### src/hw/rv_isa_pkg.sv
package rv_isa_pkg;

  // data path and register index widths.
  localparam int xlen = 64;
  localparam int reg_addr_w = 5;
  localparam int inst_w = 32;
  localparam int shamt_w = 6; // rv64 shifts use six amount bits.

  // every architectural register comes out of reset with this value.
  localparam logic [xlen-1:0] regs_init = '0;

  // funct7 and funct6 patterns that qualify the register and shift encodings.
  localparam logic [6:0] f7_base = 7'b0000000;
  localparam logic [6:0] f7_alt = 7'b0100000; // sub and sra.
  localparam logic [5:0] f6_base = 6'b000000;
  localparam logic [5:0] f6_alt = 6'b010000; // srai.

  // major opcodes handled by the execution subsystem.
  typedef enum logic [6:0] {
    opc_op     = 7'b0110011,
    opc_op_imm = 7'b0010011,
    opc_lui    = 7'b0110111
  } opcode_e;

  // alu operations.
  typedef enum logic [3:0] {
    add    = 4'd0,
    sub    = 4'd1,
    and_op = 4'd2,
    or_op  = 4'd3,
    xor_op = 4'd4,
    slt    = 4'd5,
    sltu   = 4'd6,
    sll    = 4'd7,
    srl    = 4'd8,
    sra    = 4'd9,
    pass_b = 4'd10 // lui, and the harmless op for illegal encodings.
  } alu_op_e;

endpackage

### src/hw/exec_pkg.sv
package exec_pkg;

  // controller states.
  typedef enum logic [2:0] {
    idle   = 3'd0,
    read   = 3'd1,
    exec   = 3'd2,
    shift  = 3'd3,
    retire = 3'd4
  } state_e;

  // one decoded instruction.
  typedef struct packed {
    rv_isa_pkg::alu_op_e alu_op;
    logic [rv_isa_pkg::reg_addr_w-1:0] rd;
    logic [rv_isa_pkg::reg_addr_w-1:0] rs1;
    logic [rv_isa_pkg::reg_addr_w-1:0] rs2;
    logic [rv_isa_pkg::xlen-1:0] imm; // sign-extended, or the lui value.
    logic use_imm; // operand b comes from imm instead of rs2.
    logic writes_rd;
    logic illegal;
  } decoded_t;

  // record reported on the result stream.
  typedef struct packed {
    logic [rv_isa_pkg::reg_addr_w-1:0] rd;
    logic [rv_isa_pkg::xlen-1:0] value;
    logic writes_rd;
    logic illegal;
  } retire_t;

endpackage

### src/hw/exec_ctrl.sv
module exec_ctrl (
  input  logic clk,
  input  logic rst,
  input  logic inst_valid,
  output logic inst_ready,
  input  logic [rv_isa_pkg::inst_w-1:0] inst,
  output logic res_valid,
  input  logic res_ready,
  output exec_pkg::retire_t res,
  output logic [rv_isa_pkg::inst_w-1:0] inst_word,
  input  exec_pkg::decoded_t dec,
  output logic [rv_isa_pkg::reg_addr_w-1:0] rs1_addr,
  output logic [rv_isa_pkg::reg_addr_w-1:0] rs2_addr,
  output logic wr_en,
  output logic [rv_isa_pkg::reg_addr_w-1:0] wr_addr,
  output logic [rv_isa_pkg::xlen-1:0] wr_data,
  output logic load_operands,
  output logic do_exec,
  output logic shift_step,
  output logic cnt_load,
  output logic [rv_isa_pkg::shamt_w-1:0] shamt,
  input  logic cnt_done,
  input  logic [rv_isa_pkg::xlen-1:0] result
);

  exec_pkg::state_e state;
  exec_pkg::state_e state_nxt;
  logic is_shift;
  logic inst_fire;
  logic res_fire;

  assign is_shift = dec.alu_op inside {rv_isa_pkg::sll, rv_isa_pkg::srl, rv_isa_pkg::sra};
  assign inst_fire = inst_valid && inst_ready;
  assign res_fire = res_valid && res_ready;

  always_ff @(posedge clk) begin
    if (rst) begin
      state <= exec_pkg::idle;
    end else begin
      state <= state_nxt;
    end
  end

  // the word stays put until the next accept, which keeps dec and res stable.
  always_ff @(posedge clk) begin
    if (inst_fire) begin
      inst_word <= inst;
    end
  end

  always_comb begin
    state_nxt = state;
    case (state)
      exec_pkg::idle: begin
        if (inst_valid) begin
          state_nxt = exec_pkg::read;
        end
      end
      exec_pkg::read: state_nxt = exec_pkg::exec;
      exec_pkg::exec: state_nxt = is_shift ? exec_pkg::shift : exec_pkg::retire;
      exec_pkg::shift: begin
        if (cnt_done) begin
          state_nxt = exec_pkg::retire;
        end
      end
      exec_pkg::retire: begin
        if (res_ready) begin
          state_nxt = exec_pkg::idle;
        end
      end
      default: state_nxt = exec_pkg::idle;
    endcase
  end

  assign inst_ready = (state == exec_pkg::idle);
  assign res_valid = (state == exec_pkg::retire);

  // both sources are read every instruction.
  assign rs1_addr = dec.rs1;
  assign rs2_addr = dec.rs2;

  assign load_operands = (state == exec_pkg::read);
  assign do_exec = (state == exec_pkg::exec);
  assign cnt_load = do_exec && is_shift;
  assign shamt = result[rv_isa_pkg::shamt_w-1:0]; // operand b sits in result during exec.
  assign shift_step = (state == exec_pkg::shift) && !cnt_done;

  always_comb begin
    res.rd = dec.rd;
    res.value = result;
    res.writes_rd = dec.writes_rd;
    res.illegal = dec.illegal;
  end

  // write back only on the retire handshake.
  assign wr_en = res_fire && dec.writes_rd && !dec.illegal;
  assign wr_addr = dec.rd;
  assign wr_data = result;

endmodule

### src/hw/exec_top.sv
module exec_top #(
  parameter int num_regs = 32
) (
  input  logic clk,
  input  logic rst,
  input  logic inst_valid,
  output logic inst_ready,
  input  logic [rv_isa_pkg::inst_w-1:0] inst,
  output logic res_valid,
  input  logic res_ready,
  output exec_pkg::retire_t res
);

  logic [rv_isa_pkg::inst_w-1:0] inst_word;
  exec_pkg::decoded_t dec;
  logic [rv_isa_pkg::reg_addr_w-1:0] rs1_addr;
  logic [rv_isa_pkg::reg_addr_w-1:0] rs2_addr;
  logic [rv_isa_pkg::xlen-1:0] rs1_data;
  logic [rv_isa_pkg::xlen-1:0] rs2_data;
  logic wr_en;
  logic [rv_isa_pkg::reg_addr_w-1:0] wr_addr;
  logic [rv_isa_pkg::xlen-1:0] wr_data;
  logic load_operands;
  logic do_exec;
  logic shift_step;
  logic cnt_load;
  logic [rv_isa_pkg::shamt_w-1:0] shamt;
  logic cnt_done;
  logic [rv_isa_pkg::xlen-1:0] result;

  exec_ctrl u_ctrl (
    .clk(clk),
    .rst(rst),
    .inst_valid(inst_valid),
    .inst_ready(inst_ready),
    .inst(inst),
    .res_valid(res_valid),
    .res_ready(res_ready),
    .res(res),
    .inst_word(inst_word),
    .dec(dec),
    .rs1_addr(rs1_addr),
    .rs2_addr(rs2_addr),
    .wr_en(wr_en),
    .wr_addr(wr_addr),
    .wr_data(wr_data),
    .load_operands(load_operands),
    .do_exec(do_exec),
    .shift_step(shift_step),
    .cnt_load(cnt_load),
    .shamt(shamt),
    .cnt_done(cnt_done),
    .result(result)
  );

  inst_decoder u_dec (
    .inst(inst_word),
    .dec(dec)
  );

  reg_file #(.num_regs(num_regs)) u_rf (
    .clk(clk),
    .rst(rst),
    .rd1_addr(rs1_addr),
    .rd2_addr(rs2_addr),
    .rd1_data(rs1_data),
    .rd2_data(rs2_data),
    .wr_en(wr_en),
    .wr_addr(wr_addr),
    .wr_data(wr_data)
  );

  execute_unit u_exu (
    .clk(clk),
    .rst(rst),
    .dec(dec),
    .rs1_data(rs1_data),
    .rs2_data(rs2_data),
    .load_operands(load_operands),
    .do_exec(do_exec),
    .shift_step(shift_step),
    .result(result)
  );

  shift_counter u_cnt (
    .clk(clk),
    .rst(rst),
    .load(cnt_load),
    .shamt(shamt),
    .done(cnt_done)
  );

endmodule

### src/hw/execute_unit.sv
module execute_unit (
  input  logic clk,
  input  logic rst,
  input  exec_pkg::decoded_t dec,
  input  logic [rv_isa_pkg::xlen-1:0] rs1_data,
  input  logic [rv_isa_pkg::xlen-1:0] rs2_data,
  input  logic load_operands,
  input  logic do_exec,
  input  logic shift_step,
  output logic [rv_isa_pkg::xlen-1:0] result
);

  logic [rv_isa_pkg::xlen-1:0] op_a;
  logic [rv_isa_pkg::xlen-1:0] op_b;
  logic [rv_isa_pkg::xlen-1:0] alu_out;
  logic [rv_isa_pkg::xlen-1:0] b_sel;

  assign b_sel = dec.use_imm ? dec.imm : rs2_data;

  always_comb begin
    alu_out = '0;
    case (dec.alu_op)
      rv_isa_pkg::add:    alu_out = op_a + op_b;
      rv_isa_pkg::sub:    alu_out = op_a - op_b;
      rv_isa_pkg::and_op: alu_out = op_a & op_b;
      rv_isa_pkg::or_op:  alu_out = op_a | op_b;
      rv_isa_pkg::xor_op: alu_out = op_a ^ op_b;
      rv_isa_pkg::slt:    alu_out[0] = $signed(op_a) < $signed(op_b);
      rv_isa_pkg::sltu:   alu_out[0] = op_a < op_b;
      rv_isa_pkg::pass_b: alu_out = op_b;
      default:            alu_out = op_a; // shifts start from rs1 and step from there.
    endcase
  end

  always_ff @(posedge clk) begin
    if (load_operands) begin
      op_a <= rs1_data;
      op_b <= b_sel;
    end
  end

  // result also holds operand b for one cycle so the controller can read the shift amount.
  always_ff @(posedge clk) begin
    if (rst) begin
      result <= '0;
    end else if (load_operands) begin
      result <= b_sel;
    end else if (do_exec) begin
      result <= alu_out;
    end else if (shift_step) begin
      case (dec.alu_op)
        rv_isa_pkg::sll: result <= {result[rv_isa_pkg::xlen-2:0], 1'b0};
        rv_isa_pkg::sra: result <= {result[rv_isa_pkg::xlen-1], result[rv_isa_pkg::xlen-1:1]};
        default:         result <= {1'b0, result[rv_isa_pkg::xlen-1:1]};
      endcase
    end
  end

endmodule

### src/hw/inst_decoder.sv
module inst_decoder (
  input  logic [rv_isa_pkg::inst_w-1:0] inst,
  output exec_pkg::decoded_t dec
);

  rv_isa_pkg::opcode_e opcode;
  logic [2:0] funct3;
  logic [6:0] funct7;
  logic [5:0] funct6;
  logic [rv_isa_pkg::xlen-1:0] imm_i;
  logic [rv_isa_pkg::xlen-1:0] imm_u;
  logic bad;

  assign opcode = rv_isa_pkg::opcode_e'(inst[6:0]);
  assign funct3 = inst[14:12];
  assign funct7 = inst[31:25];
  assign funct6 = inst[31:26]; // rv64 immediate shifts take bit 25 as shamt[5].

  // i-type and u-type immediates, both sign-extended to xlen.
  assign imm_i = {{(rv_isa_pkg::xlen-12){inst[31]}}, inst[31:20]};
  assign imm_u = {{(rv_isa_pkg::xlen-32){inst[31]}}, inst[31:12], 12'b0};

  always_comb begin
    dec = '0;
    dec.rd = inst[11:7];
    dec.rs1 = inst[19:15];
    dec.rs2 = inst[24:20];
    dec.imm = imm_i;
    dec.alu_op = rv_isa_pkg::add;
    dec.writes_rd = 1'b1;
    bad = 1'b0;
    case (opcode)
      rv_isa_pkg::opc_op: begin
        case (funct3)
          3'b000: dec.alu_op = funct7[5] ? rv_isa_pkg::sub : rv_isa_pkg::add;
          3'b001: dec.alu_op = rv_isa_pkg::sll;
          3'b010: dec.alu_op = rv_isa_pkg::slt;
          3'b011: dec.alu_op = rv_isa_pkg::sltu;
          3'b100: dec.alu_op = rv_isa_pkg::xor_op;
          3'b101: dec.alu_op = funct7[5] ? rv_isa_pkg::sra : rv_isa_pkg::srl;
          3'b110: dec.alu_op = rv_isa_pkg::or_op;
          default: dec.alu_op = rv_isa_pkg::and_op;
        endcase
        // only add/sub and srl/sra have an alternate funct7.
        if (funct7 == rv_isa_pkg::f7_alt) begin
          bad = (funct3 != 3'b000) && (funct3 != 3'b101);
        end else begin
          bad = (funct7 != rv_isa_pkg::f7_base);
        end
      end
      rv_isa_pkg::opc_op_imm: begin
        dec.use_imm = 1'b1;
        case (funct3)
          3'b000: dec.alu_op = rv_isa_pkg::add;
          3'b010: dec.alu_op = rv_isa_pkg::slt;
          3'b011: dec.alu_op = rv_isa_pkg::sltu;
          3'b100: dec.alu_op = rv_isa_pkg::xor_op;
          3'b110: dec.alu_op = rv_isa_pkg::or_op;
          3'b111: dec.alu_op = rv_isa_pkg::and_op;
          3'b001: begin
            dec.alu_op = rv_isa_pkg::sll;
            bad = (funct6 != rv_isa_pkg::f6_base);
          end
          default: begin
            dec.alu_op = funct6[4] ? rv_isa_pkg::sra : rv_isa_pkg::srl;
            bad = (funct6 != rv_isa_pkg::f6_base) && (funct6 != rv_isa_pkg::f6_alt);
          end
        endcase
      end
      rv_isa_pkg::opc_lui: begin
        dec.alu_op = rv_isa_pkg::pass_b;
        dec.use_imm = 1'b1;
        dec.imm = imm_u;
      end
      default: bad = 1'b1;
    endcase
    // illegal encodings pass a zero through and write nothing.
    if (bad) begin
      dec.alu_op = rv_isa_pkg::pass_b;
      dec.use_imm = 1'b1;
      dec.imm = '0;
      dec.writes_rd = 1'b0;
      dec.illegal = 1'b1;
    end
  end

endmodule

### src/hw/reg_file.sv
module reg_file #(
  parameter int num_regs = 32
) (
  input  logic clk,
  input  logic rst,
  input  logic [rv_isa_pkg::reg_addr_w-1:0] rd1_addr,
  input  logic [rv_isa_pkg::reg_addr_w-1:0] rd2_addr,
  output logic [rv_isa_pkg::xlen-1:0] rd1_data,
  output logic [rv_isa_pkg::xlen-1:0] rd2_data,
  input  logic wr_en,
  input  logic [rv_isa_pkg::reg_addr_w-1:0] wr_addr,
  input  logic [rv_isa_pkg::xlen-1:0] wr_data
);

  logic [rv_isa_pkg::xlen-1:0] regs [num_regs];
  logic wr_ok;

  // x0 is hardwired, so it never reaches the array.
  assign wr_ok = wr_en && (wr_addr != '0);

  // combinational read ports.
  assign rd1_data = (rd1_addr == '0) ? '0 : regs[rd1_addr];
  assign rd2_data = (rd2_addr == '0) ? '0 : regs[rd2_addr];

  always_ff @(posedge clk) begin
    if (rst) begin
      for (int i = 0; i < num_regs; i++) begin
        regs[i] <= rv_isa_pkg::regs_init;
      end
    end else if (wr_ok) begin
      regs[wr_addr] <= wr_data; // visible to reads from the next cycle.
    end
  end

endmodule

### src/hw/shift_counter.sv
module shift_counter (
  input  logic clk,
  input  logic rst,
  input  logic load,
  input  logic [rv_isa_pkg::shamt_w-1:0] shamt,
  output logic done
);

  logic [rv_isa_pkg::shamt_w-1:0] count;

  // counts down by one each cycle until it reaches zero.
  always_ff @(posedge clk) begin
    if (rst) begin
      count <= '0;
    end else if (load) begin
      count <= shamt;
    end else if (count != '0) begin
      count <= count - 1'b1;
    end
  end

  assign done = (count == '0);

endmodule

### config.mk
export PLATFORM = sky130hd
export DESIGN_NAME = exec_top
export DESIGN_NICKNAME = d
export VERILOG_FILES = /design/src/hw/rv_isa_pkg.sv /design/src/hw/exec_pkg.sv /design/src/hw/exec_ctrl.sv /design/src/hw/exec_top.sv /design/src/hw/execute_unit.sv /design/src/hw/inst_decoder.sv /design/src/hw/reg_file.sv /design/src/hw/shift_counter.sv
export SDC_FILE = /design/constraint.sdc
export NUM_CORES = 2
export LEC_CHECK = 0
export ABC_AREA = 0
export BUFFER_PORTS_ARGS = -buffer_cell sky130_fd_sc_hd__buf_2
export CORE_MARGIN = 5
export CORE_UTILIZATION = 25
export CTS_CLUSTER_SIZE = 16
export DETAILED_ROUTE_END_ITERATION = 8
export GPL_ROUTABILITY_DRIVEN = 0
export PLACE_DENSITY = 0.52
export RECOVER_POWER = 25
export SYNTH_ARGS = -nofsm -noshare
export SYNTH_HDL_FRONTEND = slang
export SYNTH_SLANG_ARGS = --single-unit
### constraint.sdc
create_clock -name clk -period 5.05 [get_ports clk]
set_input_delay 0.7575 -clock clk [delete_from_list [all_inputs] [get_ports clk]]
set_output_delay 0.7575 -clock clk [all_outputs]
set_load 0.005 [all_outputs]
==> summary.txt <==
Status
  • Status: finished with violations
  • Failing checks: design-rule violations, max-capacitance violations, max-slew violations

Critical path
  • Worst Setup End Kind: flop
  • Startpoint Class: input pin
  • Crit Path Class: in2reg
  • CP max stage cell: clkbuf_1
  • Crit-path cells: clkbuf_1, clkbuf_2, or2_4, clkbuf_4
  • Critical Path AT: approximately 5.6 ns
  • Worst EP required: ~5.6 ns
  • Worst Path Max Fanout: 43
  • Worst stage delay on the critical path: ~2.2 ns

Route
  • DR vias/cell: roughly 5.3
  • Metal1 wirelength: 204 mm
  • Post-route ant nets: 0
  • Met3 WL: between 50 and 60 mm
  • Drt first pass iters: 9
  • Met2 WL: 231 mm
  • DRC Markers: 1
  • Top Layer Used: met5
  • Drt total wl: 508 mm
  • Detailed Route Iter0 Violations: approximately 13000
  • Via count: roughly 86000
  • WL per Instance: roughly 31 um

Power
  • Worst vdd ir: around 0.30 mV
  • Overall power: 70.8 mW
  • Leak: 51.9 nW
  • PD cells: about 480 mW/mm^2

Timing
  • Setup violators final: 0
  • Max-slew violation count: roughly 1600
  • Slew of the pin with the lowest slew margin: ~3.2 ns
  • Final hold vios: 0
  • Setup_tns: 0 ns
  • Fmax achieved: around 200 MHz
  • Clock skew: roughly 0.086 ns
  • Slew HR: -112%
  • Worst setup margin: approximately 0.0041 ns
  • RSZ-0062 raised after global routing: no
  • Fin crit period: 5.05 ns
  • Final period util: ~100%

Synthesis
  • Synthesis Warnings: 0
  • FF+latch count, synth: approximately 2300
  • Main synth FF type: edfxtp_1
  • Mapped Cells: approximately 9000
  • Avg Inst Size Synth: about 14 sq um
  • EDFF count, synth: roughly 2200
  • Syn Std Cell Area: between 0.1 and 0.15 sq mm
  • Distinct cells, synth: 88
  • Async SR Flop Fraction: 0%
  • Post-synthesis sequential area ratio: between 50% and 60%

Cells and area
  • Most common cell after layout, fill and taps aside: edfxtp_1
  • Post-layout util: 28.9%
  • Synth-to-Final Area Change: 15.3%
  • Fraction of layout cells with a size suffix above 1: between 20% and 30%
  • Nets: around 9400
  • Most frequent cells in the layout: 2208 x edfxtp_1, 1925 x and2_1, 1277 x mux4_2

Floorplanning
  • Initial Util: between 20% and 30%
  • Number of cell rows: 264
  • Die Span X: roughly 730 um
  • # IOs: 109
  • Die area: 0.532 sq mm
  • Core box area: 0.516 sq mm
  • Die Y: about 730 um

Global routing
  • Largest net degree at the start of global routing: approximately 100
  • Initial antenna violation count: 47
  • Gr usage total: a little under a fifth
  • First-pass GRT wire length: 702 mm
  • GRT overflow: 0
  • Number of global-route vias before repair: around 85000

Clock network
  • Num CTS Buffers: ~280
  • Clock Latency Late Sink: roughly 1 ns
  • Worst-path clk slew: 0.06 ns
  • CTS tree: built
  • CTS sink cnt: 2286
  • CTS Buffer Depth: 4
  • Htree depth: 5
  • Root Driver: clkbuf_16

Place
  • Place WS: approximately 0.25 ns
  • Dpl hpwl: 303 mm
  • Number of port buffers: between 100 and 150

Flow run
  • Max-Cap Viols: 42

Min path
  • Hold Path Class: in2reg
==> worst max-delay path: cells and delay by family <==
family,cells,cell delay (ns)
buf+inv,3,4.22
simple gates,1,0.27
==> cell type report <==
type | count | area, sq um
Inverter | 213 | 801
Clock buffer | 357 | 7360
Tap cell | 6916 | 8650
Sequential cell | 2286 | 67900
Fill cell | 51581 | 367000
Clock inverter | 146 | 1330
Multi-Input combinational cell | 5766 | 57500
Timing Repair Buffer | 565 | 5420
Antenna cell | 38 | 95.1
==> flip-flops by register name, summed over array words and instances (netlist names), named ones only <==
signal	count
u_exu.result	64
u_exu.op_a	64
u_ctrl.state	3
u_rf.regs	2048
u_ctrl.inst_word	32
u_cnt.count	6
u_exu.op_b	64
==> synthesized netlist by cell type (all sizes together) (38+ instances only) <==
cell type / count / area [sq um]
o22ai: 38 / 238
dfxtp: 78 / 1560
buf: 197 / 903
a211oi: 53 / 398
xnor2: 50 / 438
ha: 225 / 2820
nand2: 290 / 1090
edfxtp: 2208 / 66300
mux2i: 151 / 1510
a21oi: 307 / 1540
clkbuf: 726 / 2730
and2: 1989 / 12400
nor3: 73 / 370
a221oi: 51 / 447
o21ai: 251 / 1260
o211ai: 42 / 320
mux4: 1277 / 28800
nor2: 361 / 1360
nand3: 63 / 315
a31oi: 54 / 344
inv: 210 / 788
==> layer usage <==
metal | up-vias | global-route usage [%]
li1 | 34852 | -
met4 | 4 | 5.64
met5 | - | 0
met1 | 45147 | 25.3
met3 | 836 | 4.61
met2 | 4883 | 29.2
==> repair_timing <==
item                                   CTS  global route
resized for setup                        0             0
endpoints found under the hold margin   22             0
setup endpoints to repair                0             7
buffers inserted                         0             6
hold buffers                            22             0
==> where the power goes <==
part           total [mW]  internal [mW]  leakage [nW]  switching [mW]
clock network        19.7           11.0          4.19            8.71
registers            23.8           22.3          23.3            1.52
logic                27.3           10.4          24.4            16.9
total                70.8           43.7          51.9            27.2
==> final timing paths <==
kind,from,endpoint,slack [ns],cells past startpoint
setup / recovery,rst,u_rf.regs[3][10],0.004,4
hold / removal,inst[26],u_ctrl.inst_word[26],0.08,1
setup reg to reg,flop,u_exu.result[10],0.15,7
hold reg to reg,u_exu.result[18],u_exu.result[18],0.52,2
==> cells by family after synthesis <==
kind of cell / share of synthesized area (%)
and+or+nand+nor: 12.9
DFF: 52.5
muxes: 23.5
buffers and inverters: 3.43
AOI/OAI and AO/OA: 5.10
adders and majority gates: 2.21
xor gates and xnor gates: 0.373
other: 0.00290
==> metrics by stage <==
stage / instance area [sq um] / hold slack [ns] / instances
2_1_floorplan: 130000 / 0.513 / 9188
3_3_place_gp: 141000 / 0.494 / 15718
3_5_place_dp: 141000 / 0.506 / 15718
4_1_cts: 150000 / 0.00532 / 16243
5_1_grt: 149000 / 0.0833 / 16255
6_report: 149000 / 0.0833 / 16287
Power figures use the tool's default switching activity.
